--- src/verilog/controlPkg.sv ---
package controlPkg;

    // Instruction field widths
    localparam int funct3Width = 3;
    localparam int funct7Width = 7;

    // RV32I major opcodes handled by the sequencer
    typedef enum logic [6:0] {
        opRtype  = 7'b0110011,
        opItype  = 7'b0010011,
        opLoad   = 7'b0000011,
        opStore  = 7'b0100011,
        opBranch = 7'b1100011,
        opJal    = 7'b1101111,
        opJalr   = 7'b1100111,
        opLui    = 7'b0110111,
        opAuipc  = 7'b0010111
    } opcodeT;

    // Sequencer states, one per clock
    typedef enum logic [4:0] {
        fetch          = 5'b00000,
        decode         = 5'b00001,
        rtypeExec      = 5'b00010,
        aluWriteback   = 5'b00011,
        jalExec        = 5'b00100,
        branchComplete = 5'b00101,
        memAddr        = 5'b00110,
        loadAccess     = 5'b00111,
        loadWriteback  = 5'b01000,
        storeAccess    = 5'b01001,
        immExec        = 5'b01010,
        jalrExec       = 5'b01011,
        jalrLink       = 5'b01100,
        luiWriteback   = 5'b01101,
        auipcExec      = 5'b01110,
        fetchWait      = 5'b01111, // Synchronous memory read of the instruction
        loadWait       = 5'b10000,
        jalLink        = 5'b10001,
        decodeWait     = 5'b10010  // Register file read delay
    } stateT;

    // Operation class handed to the ALU decoder
    typedef enum logic [1:0] {
        aluAdd    = 2'b00,
        aluBranch = 2'b01,
        aluRegReg = 2'b10,
        aluRegImm = 2'b11
    } aluOpT;

    // ALU function codes as the datapath ALU expects them
    typedef enum logic [3:0] {
        funcAdd  = 4'b0000,
        funcSub  = 4'b0001,
        funcAnd  = 4'b0010,
        funcOr   = 4'b0011,
        funcXor  = 4'b0100,
        funcSll  = 4'b0101,
        funcSrl  = 4'b0110,
        funcSra  = 4'b0111,
        funcSltu = 4'b1000, // Also BLTU compare
        funcGeu  = 4'b1001,
        funcSlli = 4'b1010,
        funcSrli = 4'b1011,
        funcSrai = 4'b1100,
        funcSlt  = 4'b1101, // Also BLT compare
        funcGe   = 4'b1110
    } aluFuncT;

    typedef enum logic [1:0] {
        srcAPc    = 2'b00,
        srcAOldPc = 2'b01,
        srcARegA  = 2'b10
    } srcASelT;

    typedef enum logic [1:0] {
        srcBRegB = 2'b00,
        srcBImm  = 2'b01,
        srcBFour = 2'b10
    } srcBSelT;

    // Result bus sources
    typedef enum logic [2:0] {
        resultAluOut    = 3'b000, // Registered ALU output
        resultMemData   = 3'b001,
        resultAluResult = 3'b010, // Live ALU result
        resultImm       = 3'b011
    } resultSelT;

    typedef enum logic [2:0] {
        immI = 3'b000,
        immS = 3'b001,
        immB = 3'b010,
        immU = 3'b011,
        immJ = 3'b100
    } immSelT;

endpackage

--- src/verilog/instrFieldsIf.sv ---
`timescale 1ns/100ps

interface instrFieldsIf;
    import controlPkg::*;

    opcodeT                 opcode;
    logic [funct3Width-1:0] funct3;
    logic [funct7Width-1:0] funct7;
    logic                   zero;   // ALU zero flag

    modport fsmSide (input opcode);

    modport outputSide (input opcode, input funct3, input zero);

    modport aluSide (input funct3, input funct7);

endinterface

--- src/verilog/controlFsm.sv ---
`timescale 1ns/100ps

module controlFsm (
    input  logic            clk,
    input  logic            reset,
    instrFieldsIf.fsmSide   fields,
    output controlPkg::stateT state
);
    import controlPkg::*;

    stateT stateNext;

    always_ff @(posedge clk or posedge reset) begin
        if (reset) begin
            state <= fetch;
        end else begin
            state <= stateNext;
        end
    end

    always_comb begin
        stateNext = fetch;
        case (state)
            fetch:          stateNext = fetchWait;
            fetchWait:      stateNext = decodeWait;
            decodeWait:     stateNext = decode;
            decode: begin
                case (fields.opcode)
                    opRtype:  stateNext = rtypeExec;
                    opItype:  stateNext = immExec;
                    opLoad:   stateNext = memAddr;
                    opStore:  stateNext = memAddr;
                    opBranch: stateNext = branchComplete;
                    opJal:    stateNext = jalExec;
                    opJalr:   stateNext = jalrExec;
                    opLui:    stateNext = luiWriteback;
                    opAuipc:  stateNext = auipcExec;
                    default:  stateNext = fetch; // Unknown opcode, skip it
                endcase
            end

            // ALU flows share the writeback state
            rtypeExec:      stateNext = aluWriteback;
            immExec:        stateNext = aluWriteback;
            auipcExec:      stateNext = aluWriteback;
            aluWriteback:   stateNext = fetch;

            // Jumps update PC first, then compute the link value
            jalExec:        stateNext = jalLink;
            jalLink:        stateNext = aluWriteback;
            jalrExec:       stateNext = jalrLink;
            jalrLink:       stateNext = aluWriteback;

            branchComplete: stateNext = fetch;
            luiWriteback:   stateNext = fetch;

            memAddr: begin
                if (fields.opcode == opLoad) begin
                    stateNext = loadAccess;
                end else if (fields.opcode == opStore) begin
                    stateNext = storeAccess;
                end else begin
                    stateNext = fetch;
                end
            end
            loadAccess:     stateNext = loadWait;
            loadWait:       stateNext = loadWriteback;
            loadWriteback:  stateNext = fetch;
            storeAccess:    stateNext = fetch;
            default:        stateNext = fetch;
        endcase
    end

    // Register never holds an encoding outside the state set
    stateLegal: assert property (@(posedge clk) disable iff (reset)
        state inside {fetch, fetchWait, decodeWait, decode, rtypeExec, immExec,
                      aluWriteback, jalExec, jalLink, jalrExec, jalrLink,
                      branchComplete, memAddr, loadAccess, loadWait,
                      loadWriteback, storeAccess, luiWriteback, auipcExec})
        else $error("controlFsm: illegal state %h", state);

endmodule

--- src/verilog/controlOutputs.sv ---
`timescale 1ns/100ps

module controlOutputs (
    input  logic                      clk,
    input  logic                      reset,
    input  controlPkg::stateT         state,
    instrFieldsIf.outputSide          fields,
    output logic                      pcEnable,
    output logic                      instrRegEnable,
    output logic                      instrOrData,
    output logic                      oldPcEnable,
    output controlPkg::immSelT        immSrc,
    output controlPkg::srcASelT       aluSrcA,
    output controlPkg::srcBSelT       aluSrcB,
    output controlPkg::resultSelT     resultSrc,
    output logic                      memWrite,
    output logic                      regWrite,
    output controlPkg::aluOpT         aluOp
);
    import controlPkg::*;

    logic branchTaken;

    // Condition from funct3 and the zero flag of the compare
    always_comb begin
        case (fields.funct3)
            3'b000:  branchTaken = fields.zero;  // BEQ
            3'b001:  branchTaken = !fields.zero; // BNE
            3'b100:  branchTaken = !fields.zero; // BLT
            3'b101:  branchTaken = !fields.zero; // BGE
            3'b110:  branchTaken = !fields.zero; // BLTU
            3'b111:  branchTaken = !fields.zero; // BGEU
            default: branchTaken = 1'b0;
        endcase
    end

    always_comb begin
        pcEnable       = 1'b0;
        instrRegEnable = 1'b0;
        instrOrData    = 1'b0;   // Instruction address by default
        oldPcEnable    = 1'b0;
        immSrc         = immI;
        aluSrcA        = srcAPc;
        aluSrcB        = srcBRegB;
        resultSrc      = resultAluOut;
        memWrite       = 1'b0;
        regWrite       = 1'b0;
        aluOp          = aluAdd;

        case (state)
            fetch: begin
                // PC + 4 on the live ALU result
                resultSrc = resultAluResult;
                aluSrcB   = srcBFour;
            end
            fetchWait: begin
                instrRegEnable = 1'b1;
                pcEnable       = 1'b1;
                oldPcEnable    = 1'b1;
            end
            decode: begin
                // Precompute the jump or branch target into ALU out
                aluSrcA = srcAOldPc;
                aluSrcB = srcBImm;
                if (fields.opcode == opBranch) begin
                    immSrc = immB;
                end else begin
                    immSrc = immJ;
                end
            end
            rtypeExec: begin
                aluSrcA = srcARegA;
                aluOp   = aluRegReg;
            end
            immExec: begin
                aluSrcA = srcARegA;
                aluSrcB = srcBImm;
                aluOp   = aluRegImm;
            end
            aluWriteback: begin
                regWrite = 1'b1;
            end
            jalExec: begin
                pcEnable = 1'b1;         // Target from ALU out
                aluSrcA  = srcAOldPc;
                aluSrcB  = srcBImm;
            end
            jalLink, jalrLink: begin
                aluSrcA = srcAOldPc;     // Link value old PC + 4
                aluSrcB = srcBFour;
            end
            jalrExec: begin
                pcEnable  = 1'b1;
                aluSrcA   = srcARegA;
                aluSrcB   = srcBImm;
                resultSrc = resultAluResult;
            end
            branchComplete: begin
                aluSrcA  = srcARegA;
                aluOp    = aluBranch;
                pcEnable = branchTaken;
            end
            memAddr: begin
                aluSrcA = srcARegA;
                aluSrcB = srcBImm;
                if (fields.opcode == opLoad) begin
                    immSrc = immI;
                end else begin
                    immSrc = immS;
                end
            end
            loadAccess, loadWait: begin
                instrOrData = 1'b1;
            end
            loadWriteback: begin
                resultSrc = resultMemData;
                regWrite  = 1'b1;
            end
            storeAccess: begin
                instrOrData = 1'b1;
                memWrite    = 1'b1;
            end
            luiWriteback: begin
                regWrite  = 1'b1;
                resultSrc = resultImm;
                immSrc    = immU;
            end
            auipcExec: begin
                aluSrcA = srcAOldPc;
                aluSrcB = srcBImm;
                immSrc  = immU;
            end
            default: begin
            end
        endcase
    end

    // Store address must come from the data side of the address mux
    storeUsesData: assert property (@(posedge clk) disable iff (reset)
        memWrite |-> instrOrData)
        else $error("controlOutputs: memWrite without instrOrData");

    noWriteClash: assert property (@(posedge clk) disable iff (reset)
        !(regWrite && memWrite))
        else $error("controlOutputs: regWrite and memWrite together");

    // One instruction load per instruction
    irPulseSingle: assert property (@(posedge clk) disable iff (reset)
        instrRegEnable |=> !instrRegEnable)
        else $error("controlOutputs: instrRegEnable held two cycles");

endmodule

--- src/verilog/aluDecoder.sv ---
`timescale 1ns/100ps

module aluDecoder (
    input  controlPkg::aluOpT   aluOp,
    instrFieldsIf.aluSide       fields,
    output controlPkg::aluFuncT aluControl
);
    import controlPkg::*;

    logic altFunc;

    assign altFunc = fields.funct7[5]; // Selects sub, sra and srai

    always_comb begin
        aluControl = funcAdd;
        case (aluOp)
            aluAdd: aluControl = funcAdd;
            aluBranch: begin
                case (fields.funct3)
                    3'b000:  aluControl = funcSub;  // BEQ
                    3'b001:  aluControl = funcSub;  // BNE
                    3'b100:  aluControl = funcSlt;  // BLT
                    3'b101:  aluControl = funcGe;   // BGE
                    3'b110:  aluControl = funcSltu; // BLTU
                    3'b111:  aluControl = funcGeu;  // BGEU
                    default: aluControl = funcSub;
                endcase
            end
            aluRegReg: begin
                case (fields.funct3)
                    3'b000:  aluControl = altFunc ? funcSub : funcAdd;
                    3'b001:  aluControl = funcSll;
                    3'b010:  aluControl = funcSlt;
                    3'b011:  aluControl = funcSltu;
                    3'b100:  aluControl = funcXor;
                    3'b101:  aluControl = altFunc ? funcSra : funcSrl;
                    3'b110:  aluControl = funcOr;
                    3'b111:  aluControl = funcAnd;
                    default: aluControl = funcAdd;
                endcase
            end
            aluRegImm: begin
                // Shift-immediate forms have their own codes
                case (fields.funct3)
                    3'b000:  aluControl = funcAdd;
                    3'b001:  aluControl = funcSlli;
                    3'b010:  aluControl = funcSlt;
                    3'b011:  aluControl = funcSltu;
                    3'b100:  aluControl = funcXor;
                    3'b101:  aluControl = altFunc ? funcSrai : funcSrli;
                    3'b110:  aluControl = funcOr;
                    3'b111:  aluControl = funcAnd;
                    default: aluControl = funcAdd;
                endcase
            end
            default: aluControl = funcAdd;
        endcase
    end

endmodule

--- src/verilog/multiCycleControl.sv ---
`timescale 1ns/100ps

module multiCycleControl (
    input  logic                                clk,
    input  logic                                reset,
    input  logic                                zero,
    input  logic [6:0]                          opcode,
    input  logic [controlPkg::funct3Width-1:0]  funct3,
    input  logic [controlPkg::funct7Width-1:0]  funct7,
    output logic                                pcEnable,
    output logic                                instrRegEnable,
    output logic                                instrOrData,
    output logic                                oldPcEnable,
    output controlPkg::immSelT                  immSrc,
    output controlPkg::srcASelT                 aluSrcA,
    output controlPkg::srcBSelT                 aluSrcB,
    output controlPkg::resultSelT               resultSrc,
    output logic                                memWrite,
    output logic                                regWrite,
    output controlPkg::aluFuncT                 aluControl
);
    import controlPkg::*;

    stateT state;
    aluOpT aluOp;

    instrFieldsIf fields ();

    // Fields from the datapath instruction register
    assign fields.opcode = opcodeT'(opcode);
    assign fields.funct3 = funct3;
    assign fields.funct7 = funct7;
    assign fields.zero   = zero;

    controlFsm fsm (
        .clk    (clk),
        .reset  (reset),
        .fields (fields.fsmSide),
        .state  (state)
    );

    controlOutputs outputs (
        .clk            (clk),
        .reset          (reset),
        .state          (state),
        .fields         (fields.outputSide),
        .pcEnable       (pcEnable),
        .instrRegEnable (instrRegEnable),
        .instrOrData    (instrOrData),
        .oldPcEnable    (oldPcEnable),
        .immSrc         (immSrc),
        .aluSrcA        (aluSrcA),
        .aluSrcB        (aluSrcB),
        .resultSrc      (resultSrc),
        .memWrite       (memWrite),
        .regWrite       (regWrite),
        .aluOp          (aluOp)
    );

    aluDecoder aluDec (
        .aluOp      (aluOp),
        .fields     (fields.aluSide),
        .aluControl (aluControl)
    );

endmodule

--- config.mk ---
export PLATFORM = sky130hd
export DESIGN_NAME = multiCycleControl
export DESIGN_NICKNAME = d
export VERILOG_FILES = /design/src/verilog/controlPkg.sv /design/src/verilog/instrFieldsIf.sv /design/src/verilog/controlFsm.sv /design/src/verilog/controlOutputs.sv /design/src/verilog/aluDecoder.sv /design/src/verilog/multiCycleControl.sv
export SDC_FILE = /design/constraint.sdc
export NUM_CORES = 1
export LEC_CHECK = 0
export ABC_AREA = 0
export BUFFER_PORTS_ARGS = -buffer_cell sky130_fd_sc_hd__buf_2
export CAP_MARGIN = 20
export CORE_ASPECT_RATIO = 0.75
export CORE_MARGIN = 2
export CORE_UTILIZATION = 53
export DETAILED_ROUTE_END_ITERATION = 16
export PLACE_DENSITY_LB_ADDON = 0.25
export SYNTH_ARGS = -nofsm -noshare
export SYNTH_HDL_FRONTEND = slang
export SYNTH_SLANG_ARGS = --single-unit
--- constraint.sdc ---
create_clock -name clk -period 4.4 [get_ports clk]
set_clock_uncertainty 0.2 [all_clocks]
set_input_delay 0.88 -clock clk [delete_from_list [all_inputs] [get_ports clk]]
set_output_delay 0.88 -clock clk [all_outputs]
set_load 0.005 [all_outputs]
==> out/summary.txt, run 1 <==
=================================================================================
Status ............................................................. finished, final reports clean
Count of antenna diodes in the layout ..............................            0
Achievable frequency ...............................................    0.313 GHz
Biggest regs ....................................................... fsm.state (5)
Number of nets at the end of the flow ..............................          197
Minimum period implied by the final worst setup slack ..............      3190 ps
Largest vdd supply drop ............................................     0.361 mV
Detailed-route DRC error count .....................................            0
RSZ-0062 raised after global routing ...............................        false
HPWL after DPL .....................................................      2150 um
Max-slew headroom ..................................................        45.6%
First-pass GRT wire length .........................................      4640 um
Slowest library cell on the worst path ............................. sky130_fd_sc_hd__dfrtp_1
Cells after synthesis ..............................................          155
Capturing element type of the critical path ........................   output pin
Area taken by flip-flops and latches ...............................      125 um2
Number of buffer cells added on primary ports ......................           32
Post-synth cell types ..............................................           53
Overall global routing resource usage ..............................        23.3%
Cell at the root of the clock tree ................................. sky130_fd_sc_hd__clkbuf_4
Share of the yosys chip area belonging to registers ................        12.0%
Number of top-level pins ...........................................           40
Worst slew pin tran ................................................       816 ps
Number of nets with antenna violations after routing ...............            0
Area of the multi-input gates ......................................      807 um2
MaxCap Viol Count ..................................................            0
Register with the most flip-flops ..................................    fsm.state
Crit path max-delay family .........................................   flip-flops
Avg Cell Area, Syn .................................................     6.75 um2
Initial Util .......................................................        58.5%
Via density per instance ...........................................         6.27
Leakage component of the power .....................................     0.520 nW
Worst-case setup slack after placement .............................      1320 ps
Fraction of synthesis flops using an asynchronous set or reset pin .         100%
Final count of hold timing violations ..............................            0
Prevailing post-synth register cell ................................ sky130_fd_sc_hd__dfrtp_1
Required time of the critical path .................................      3320 ps
Largest net degree at the start of global routing ..................           25
Buffering stage count on the worst path with inverters included ....            1
GRT overflow .......................................................            0
Hold Worst Slack ...................................................       335 ps
Arrival @ worst endpoint ...........................................      2110 ps
Most common cell after layout, fill and taps aside ................. sky130_fd_sc_hd__buf_2
Clock Pin Slew Worst Setup and Hold Paths ..........................        50 ps
Share of post-route cells with drive strength above 1 ..............        23.9%
Die height .........................................................      42.5 um
Worst-skew pair later-pin latency ..................................       230 ps
Setup tns final ....................................................         0 ps
Crit path kind ..................................................... register to output pin
Clock sinks ........................................................            5
Warnings from Yosys ................................................            0
Final cycle utilization of the critical path .......................        72.5%
Post-layout worst setup margin .....................................      1210 ps
Class of the worst hold path ....................................... input pin to asynchronous set/reset pin
PnR Total Power ....................................................   0.000658 W
Final core utilization .............................................        65.5%
Critical path peak fanout ..........................................           23
TritonCTS clock tree ...............................................        built
Count of flip-flops with a built-in enable after synthesis .........            0
Number of flip-flops and latches in the synthesized netlist ........            5
Initial DRC count ..................................................           68
Number of resized instances in the post-cts repair step ............            0
Number of hold buffers added after cts .............................            0
Vias in the first global route .....................................         1035
Count of standard-cell rows ........................................           13
Core Footprint .....................................................  0.00179 mm2
Layout Area Growth over Synthesis ..................................        12.1%
Final count of negative-setup-slack endpoints ......................            0
Series of cell instances along the critical path ................... nor2b_1 > and3_1 > a21oi_1 > o31ai_1 > buf_2
Fill count .........................................................          160
Drt total wl .......................................................      2840 um
Number of H-tree levels ............................................            1
Die area ...........................................................  0.00235 mm2
Number of pins exceeding their max-slew limit in the final report ..            0
Highest cell delay on the worst timing path ........................       820 ps
Initial antenna violation count ....................................            0
Critical path launch point type ....................................     register
Commonest cells after routing, fill and taps aside ................. 32 x sky130_fd_sc_hd__buf_2, 14 x sky130_fd_sc_hd__nor2_1, 13 x sky130_fd_sc_hd__a21oi_1
Die span in x ......................................................      55.3 um
Clock tree buffer depth ............................................            2
Number of detailed-routing iterations run before antenna repair ....            4
Setup fix buffers added after clock tree synthesis .................            0
Post-synthesis cell area ...........................................  0.00105 mm2
Pwr dens ...........................................................   561 mW/mm2
Number of clock buffers inserted by TritonCTS ......................            3
Number of flip-flops under the largest register name ...............            5
Vias ...............................................................         1241
WL per Instance ....................................................      14.3 um
Nets in the synthesized netlist ....................................          175
Global placer's final weighted congestion ..........................        0.880
=================================================================================
==> stage by stage <==
step | std cells | instance area [um2]
after floorplan | 155 | 1050
after global placement | 194 | 1150
after detailed placement | 194 | 1150
after CTS | 198 | 1170
after global routing | 198 | 1170
final | 198 | 1170
==> metal layers <==
layer,track usage (%),wire [um],vias up
met5,0,0,-
met4,3.90,0,0
met3,0.617,184,0
met2,39.0,1360,53
met1,33.8,1300,579
li1,-,-,609
==> cells in the mapped netlist, types with 2 or more instances <==
| cell | number | area, um2 |
|---|---|---|
| sky130_fd_sc_hd__nand2_1 | 9 | 33.8 |
| sky130_fd_sc_hd__dfrtp_1 | 5 | 125 |
| sky130_fd_sc_hd__nor3_1 | 4 | 20.0 |
| sky130_fd_sc_hd__nand2b_1 | 7 | 43.8 |
| sky130_fd_sc_hd__buf_4 | 6 | 45.0 |
| sky130_fd_sc_hd__and3b_1 | 3 | 26.3 |
| sky130_fd_sc_hd__nand4_1 | 2 | 12.5 |
| sky130_fd_sc_hd__or3_1 | 3 | 18.8 |
| sky130_fd_sc_hd__buf_2 | 7 | 35.0 |
| sky130_fd_sc_hd__a21o_1 | 2 | 15.0 |
| sky130_fd_sc_hd__o31ai_1 | 2 | 15.0 |
| sky130_fd_sc_hd__o21ai_0 | 3 | 15.0 |
| sky130_fd_sc_hd__a32oi_1 | 2 | 17.5 |
| sky130_fd_sc_hd__nand3_1 | 4 | 20.0 |
| sky130_fd_sc_hd__and2_1 | 2 | 12.5 |
| sky130_fd_sc_hd__nor4_1 | 2 | 12.5 |
| sky130_fd_sc_hd__o211ai_1 | 2 | 15.0 |
| sky130_fd_sc_hd__a21oi_1 | 13 | 65.1 |
| sky130_fd_sc_hd__clkbuf_1 | 2 | 7.51 |
| sky130_fd_sc_hd__a31oi_1 | 2 | 12.5 |
| sky130_fd_sc_hd__inv_1 | 7 | 26.3 |
| sky130_fd_sc_hd__nor2b_1 | 11 | 68.8 |
| sky130_fd_sc_hd__nand3b_1 | 2 | 15.0 |
| sky130_fd_sc_hd__o21ai_1 | 10 | 50.1 |
| sky130_fd_sc_hd__nor2_1 | 14 | 52.6 |
| sky130_fd_sc_hd__and3_1 | 2 | 12.5 |
==> worst paths after layout <==
path,depth (start not counted),to,slack (ps),start
setup reg to reg,4,fsm.state[0],2220,fsm.state[0]
max in group asynchronous,2,fsm.state[0],3490,reset
hold reg to reg,2,fsm.state[4],710,fsm.state[1]
min in group clk,2,fsm.state[4],710,fsm.state[1]
setup / recovery,5,aluControl[1],1210,fsm.state[0]
hold / removal,2,fsm.state[4],330,reset
==> report_power, final <==
part / internal [W] / leakage (nW) / switching (W) / total, W
logic: 0.000205 / 0.441 / 0.000218 / 0.000423
clock network: 0.0000342 / 0.0150 / 0.0000171 / 0.0000513
registers: 0.0000637 / 0.0642 / 0.000119 / 0.000183
==> logic make-up after synthesis <==
family / share of synthesized area, %
simple gates: 42.5
compound gates: 31.6
buf+inv: 10.9
flops: 12.0
fa+ha+maj: 0.957
other cells: 0.359
xor+xnor: 0.837
mux: 0.957
==> final cells by class <==
type / count / area share (%)
Tap cell: 22 / 2.35
Timing Repair Buffer: 32 / 13.7
Clock buffer: 4 / 2.24
Sequential cell: 5 / 10.7
Multi-Input combinational cell: 128 / 68.8
Inverter: 7 / 2.24
No activity file was read; power rests on OpenSTA's default activity.
==> run 2: changes to the inputs <==
--- a/config.mk
+++ b/config.mk
@@ -10,7 +10,7 @@
 export CAP_MARGIN = 20
 export CORE_ASPECT_RATIO = 0.75
 export CORE_MARGIN = 2
-export CORE_UTILIZATION = 53
+export CORE_UTILIZATION = 44
 export DETAILED_ROUTE_END_ITERATION = 16
 export PLACE_DENSITY_LB_ADDON = 0.25
 export SYNTH_ARGS = -nofsm -noshare
==> constraint.sdc (replaced) <==
create_clock -name clk -period 2.9 [get_ports clk]
set_clock_uncertainty 0.2 [all_clocks]
set_input_delay 0.58 -clock clk [delete_from_list [all_inputs] [get_ports clk]]
set_output_delay 0.58 -clock clk [all_outputs]
set_load 0.005 [all_outputs]
==> out/summary.txt, run 2 (same netlist as run 1, synthesis figures left out) <==
================================================================================
Drt total wl ......................................................      2820 um   -0.46%
Number of buffer cells added on primary ports .....................           32   unchanged
Worst-skew pair later-pin latency .................................       240 ps   about the same
Number of pins exceeding their max-slew limit in the final report .            0   unchanged
Number of flip-flops under the largest register name ..............            5   unchanged
Overall global routing resource usage .............................        21.5%   -1.8 points
CP Launch Point ................................................... fsm.state[0]
Arrival @ worst endpoint ..........................................      1960 ps   -150 ps
Vias in the first global route ....................................         1048   +1.3%
Number of H-tree levels ...........................................            1   unchanged
Fill count ........................................................          231   +44%
Area taken by flip-flops and latches ..............................      125 um2   unchanged
Pwr dens ..........................................................   837 mW/mm2   +49%
Share of post-route cells with drive strength above 1 .............        26.4%   +2.5 points
MaxCap Viol Count .................................................            0   unchanged
First-pass GRT wire length ........................................      4580 um   -1.2%
Setup fix buffers added after clock tree synthesis ................            0   unchanged
Status ............................................................ finished, final reports clean
Class of the worst hold path ...................................... input pin to asynchronous set/reset pin
Clock Pin Slew Worst Setup and Hold Paths .........................        40 ps   about the same
Initial DRC count .................................................           65   -4.4%
Startpoint of the lowest-slack register-to-register path .......... fsm.state[0]
Number of hold buffers added after cts ............................            0   unchanged
Global placer's final weighted congestion .........................        0.840   -4.5%
Count of standard-cell rows .......................................           15   +2
HPWL after DPL ....................................................      2230 um   +3.7%
Capturing element type of the critical path .......................   output pin
Layout Area Growth over Synthesis .................................        17.8%
Critical path peak fanout .........................................           15   -35%
Vias ..............................................................         1233   -0.64%
Achievable frequency ..............................................    0.366 GHz
Most common cell after layout, fill and taps aside ................ sky130_fd_sc_hd__buf_2
Critical path launch point type ...................................     register
Number of detailed-routing iterations run before antenna repair ...            4   unchanged
Via density per instance ..........................................         5.71   -8.9%
Clock tree buffer depth ...........................................            2   unchanged
TritonCTS clock tree ..............................................        built
Die span in x .....................................................      60.3 um   +9.1%
Biggest regs ...................................................... fsm.state (5)
Commonest cells after routing, fill and taps aside ................ 32 x sky130_fd_sc_hd__buf_2, 14 x sky130_fd_sc_hd__nor2_1, 13 x sky130_fd_sc_hd__a21oi_1
Final count of negative-setup-slack endpoints .....................            0   unchanged
Number of clock buffers inserted by TritonCTS .....................            3   unchanged
Required time of the critical path ................................      2120 ps   -1200 ps
Crit path kind .................................................... register to output pin
Register with the most flip-flops .................................    fsm.state
Die area ..........................................................  0.00279 mm2   +19%
Hold Worst Slack ..................................................      16.6 ps   -318 ps
Final cycle utilization of the critical path ......................        94.3%
Final count of hold timing violations .............................            0   unchanged
Die height ........................................................      46.2 um   +8.8%
Core Footprint ....................................................  0.00227 mm2   +27%
Minimum period implied by the final worst setup slack .............      2740 ps
Leakage component of the power ....................................     0.551 nW   +5.9%
Number of nets with antenna violations after routing ..............            0   unchanged
Setup tns final ...................................................         0 ps   unchanged
Count of antenna diodes in the layout .............................            0   unchanged
Worst slew pin tran ...............................................       586 ps   -230 ps
Initial Util ......................................................        46.1%   -12 points
Max-slew headroom .................................................        61.0%   +15 points
GRT overflow ......................................................            0   unchanged
WL per Instance ...................................................      13.1 um   -8.8%
Initial antenna violation count ...................................            0   unchanged
Largest net degree at the start of global routing .................           18   -28%
Number of resized instances in the post-cts repair step ...........            0   unchanged
Clock sinks .......................................................            5   unchanged
Number of nets at the end of the flow .............................          203   +3.0%
Largest vdd supply drop ...........................................     0.465 mV   +29%
Area of the multi-input gates .....................................      807 um2   unchanged
Detailed-route DRC error count ....................................            0   unchanged
Cell at the root of the clock tree ................................ sky130_fd_sc_hd__clkbuf_4
Number of top-level pins ..........................................           40   unchanged
RSZ-0062 raised after global routing ..............................        false
================================================================================
## run 2: layout make-up
type | instances | share of cell area [%]
multi-input cells | 128 | 65.5
repair buffers | 38 | 16.6
flip-flops and latches | 5 | 10.2
well taps | 34 | 3.45
clock buffers | 4 | 2.13
inverters | 7 | 2.13
## run 2: final timing paths
check,end,slack (ps),cells after the start
max reg2reg,fsm.state[0],910,4
max,aluControl[1],160,5
min reg2reg,fsm.state[4],640,2
min,fsm.state[1],20,2
min in group clk,fsm.state[3],530,2
max in group asynchronous,fsm.state[3],2320,2
## run 2: metal layers
metal	track usage (%)	part of all wire [%]	wire length, um
met2	34.1	44	1260
met1	30.9	49	1370
met5	0	0	0
met4	6.22	1.0	29
met3	1.69	5.8	165
## run 2: per-stage QoR
step	std cells	worst slack (ps)	total power, W	cell area (um2)	utilization, %
after floorplan	155	791	0.000736	1050	-
after global placement	212	495	0.000936	1210	53.1
after detailed placement	212	433	0.000953	1210	53.1
after CTS	216	157	0.00103	1230	54.3
after global routing	216	48.2	0.00113	1230	54.3
final	216	164	0.00103	1230	54.3
## run 2: report_power, final
part	internal, W	total [W]	switching [W]
Clock	0.0000519	0.0000784	0.0000266
Combinational	0.000346	0.000737	0.000391
Sequential	0.0000984	0.000216	0.000118
## run 2: critical path, stage by stage, from the launching register on
cell                      delay, ps
sky130_fd_sc_hd__dfrtp_1        670
sky130_fd_sc_hd__nor2b_1        270
sky130_fd_sc_hd__and3_1         300
sky130_fd_sc_hd__a21oi_1        100
sky130_fd_sc_hd__o31ai_1        210
sky130_fd_sc_hd__buf_2          150
==> run 3: changes to the inputs <==
--- a/config.mk
+++ b/config.mk
@@ -7,12 +7,13 @@
 export LEC_CHECK = 0
 export ABC_AREA = 0
 export BUFFER_PORTS_ARGS = -buffer_cell sky130_fd_sc_hd__buf_2
-export CAP_MARGIN = 20
+export CAP_MARGIN = 5
 export CORE_ASPECT_RATIO = 0.75
 export CORE_MARGIN = 2
 export CORE_UTILIZATION = 44
 export DETAILED_ROUTE_END_ITERATION = 16
 export PLACE_DENSITY_LB_ADDON = 0.25
+export SKIP_CTS_REPAIR_TIMING = 1
 export SYNTH_ARGS = -nofsm -noshare
 export SYNTH_HDL_FRONTEND = slang
 export SYNTH_SLANG_ARGS = --single-unit
==> constraint.sdc (replaced) <==
create_clock -name clk -period 2.9 [get_ports clk]
set_clock_uncertainty 0.2 [all_clocks]
set_input_delay 0.58 -clock clk [delete_from_list [all_inputs] [get_ports clk]]
set_output_delay 0.58 -clock clk [all_outputs]
set_load 0.1 [all_outputs]
==> out/summary.txt, run 3 (same netlist as run 1, synthesis figures left out) <==
================================================================================
Share of post-route cells with drive strength above 1 .............        34.1%   +7.7 points
Initial antenna violation count ...................................            0   unchanged
Vias in the first global route ....................................         1054   +0.57%
Via density per instance ..........................................         5.56   -2.6%
Minimum period implied by the final worst setup slack .............      2760 ps   +24.7 ps
Total met2 wirelength after detailed routing ......................      1260 um   +0.40%
Biggest regs ...................................................... fsm.state (5)
Commonest cells after routing, fill and taps aside ................ 20 x sky130_fd_sc_hd__buf_2, 12 x sky130_fd_sc_hd__a21oi_1, 12 x sky130_fd_sc_hd__nor2_1, 12 x sky130_fd_sc_hd__buf_12, 10 x sky130_fd_sc_hd__nor2b_1
Global placer's final weighted congestion .........................        0.851   +1.2%
Largest net degree at the start of global routing .................           20   +2
Die area ..........................................................  0.00279 mm2   unchanged
Cell at the root of the clock tree ................................ sky130_fd_sc_hd__clkbuf_4
Fill count ........................................................          201   -13%
Final cell count without fillers ..................................          219   +1.4%
Initial Util ......................................................        46.1%   unchanged
Layout Area Growth over Synthesis .................................        44.7%
Number of buffer cells added on primary ports .....................           32   unchanged
Wire length the detailed router placed on met1 ....................      1470 um   +6.8%
Final cycle utilization of the critical path ......................        95.2%   +0.85 points
Final count of negative-setup-slack endpoints .....................            0   unchanged
Class of the worst hold path ...................................... input pin to asynchronous set/reset pin
First-pass GRT wire length ........................................      4780 um   +4.4%
Startpoint of the lowest-slack register-to-register path .......... fsm.state[2]
Number of top-level pins ..........................................           40   unchanged
Crit path kind .................................................... register to output pin
Die span in x .....................................................      60.3 um   unchanged
Critical path launch point type ...................................     register
Setup tns final ...................................................         0 ps   unchanged
Detail Route met3 WL ..............................................       142 um   -14%
Overall global routing resource usage .............................        22.2%   +0.76 points
TritonCTS clock tree ..............................................        built
Number of detailed-routing iterations run before antenna repair ...            4   unchanged
Clock Pin Slew Worst Setup and Hold Paths .........................        40 ps   about the same
RSZ-0062 raised after global routing ..............................        false
Highest routing layer actually used ...............................         met3
Capturing element type of the critical path .......................   output pin
Required time of the critical path ................................      2120 ps   about the same
Clock sinks .......................................................            5   unchanged
Number of pins exceeding their max-slew limit in the final report .            0   unchanged
Register with the most flip-flops .................................    fsm.state
Worst slew pin tran ...............................................       516 ps   -69.3 ps
Drt total wl ......................................................      2870 um   +1.7%
Count of standard-cell rows .......................................           15   unchanged
MaxCap Viol Count .................................................            0   unchanged
Worst-skew pair later-pin latency .................................       240 ps   about the same
Number of clock buffers inserted by TritonCTS .....................            3   unchanged
Arrival @ worst endpoint ..........................................      1980 ps   +20 ps
Most common cell after layout, fill and taps aside ................ sky130_fd_sc_hd__buf_2
Number of nets at the end of the flow .............................          206   +1.5%
Core Footprint ....................................................  0.00227 mm2   unchanged
Max-slew headroom .................................................        65.6%   +4.6 points
Vias ..............................................................         1218   -1.2%
Die height ........................................................      46.2 um   unchanged
Clock tree buffer depth ...........................................            2   unchanged
Number of H-tree levels ...........................................            1   unchanged
Post-DP Area ......................................................  0.00149 mm2   +23%
Non-Filler Cell Area, Final .......................................  0.00151 mm2   +23%
GRT overflow ......................................................            0   unchanged
Number of nets with antenna violations after routing ..............            0   unchanged
Number of flip-flops under the largest register name ..............            5   unchanged
R2R depth .........................................................            4   unchanged
CP Launch Point ................................................... fsm.state[3]
Initial DRC count .................................................           74   +14%
HPWL after DPL ....................................................      2240 um   +0.66%
Critical path peak fanout .........................................           13   -2
Achievable frequency ..............................................    0.362 GHz   -0.90%
WL per Instance ...................................................      13.1 um   +0.31%
Number of cells after detailed placement ..........................          215   +1.4%
Status ............................................................ finished, final reports clean
Count of antenna diodes in the layout .............................            0   unchanged
Detailed-route DRC error count ....................................            0   unchanged
Final count of hold timing violations .............................            0   unchanged
================================================================================
[run 3: cell count changes in the layout (fill, tap and decap cells not counted), moves of 3 or more]
cell                      delta
sky130_fd_sc_hd__o21ai_1     -4
sky130_fd_sc_hd__buf_12     +12
sky130_fd_sc_hd__buf_4       +3
sky130_fd_sc_hd__o21ai_2     +4
sky130_fd_sc_hd__buf_2      -12
[run 3: layer usage]
layer | track usage [%] | vias to the layer above
met3 | 1.40 | 0
met1 | 34.8 | 553
met5 | 0 | -
met4 | 5.33 | 0
met2 | 32.6 | 35
li1 | - | 630
[run 3: final cells by class]
type                            count  area (um2)  share of cell area [%]
Sequential cell                     5         125                    8.26
Tap cell                           34        42.5                    2.81
Clock buffer                        4        26.3                    1.74
Timing Repair Buffer               41         408                    26.9
Multi-Input combinational cell    128         886                    58.5
Inverter                            7        26.3                    1.74
[run 3: path summary, 6_finish.rpt]
kind                            endpoint  slack (ps)
setup / recovery           aluControl[0]         140
hold / removal              fsm.state[0]          20
setup reg to reg            fsm.state[0]        1080
hold reg to reg             fsm.state[4]         520
max in group asynchronous   fsm.state[3]        2310
min in group clk            fsm.state[4]         520
[run 3: metrics by stage]
step	hold WS, ps	worst slack [ps]	util, %
after floorplan	159	-385	-
after global placement	276	405	65.5
after detailed placement	278	335	65.5
after CTS	19.0	136	66.7
after global routing	38.6	27.2	66.7
final	22.3	140	66.7
[run 3: critical path, stage by stage, from the launching register on]
cell,delay [ps]
sky130_fd_sc_hd__dfrtp_1,620
sky130_fd_sc_hd__nor2b_1,150
sky130_fd_sc_hd__and3_1,280
sky130_fd_sc_hd__a221oi_1,380
sky130_fd_sc_hd__o21ai_2,130
sky130_fd_sc_hd__buf_12,180
Power of run 3 is left out: the tool's default activity adds up to more than one toggle a clock period on the data nets, which glitch-free logic cannot reach.
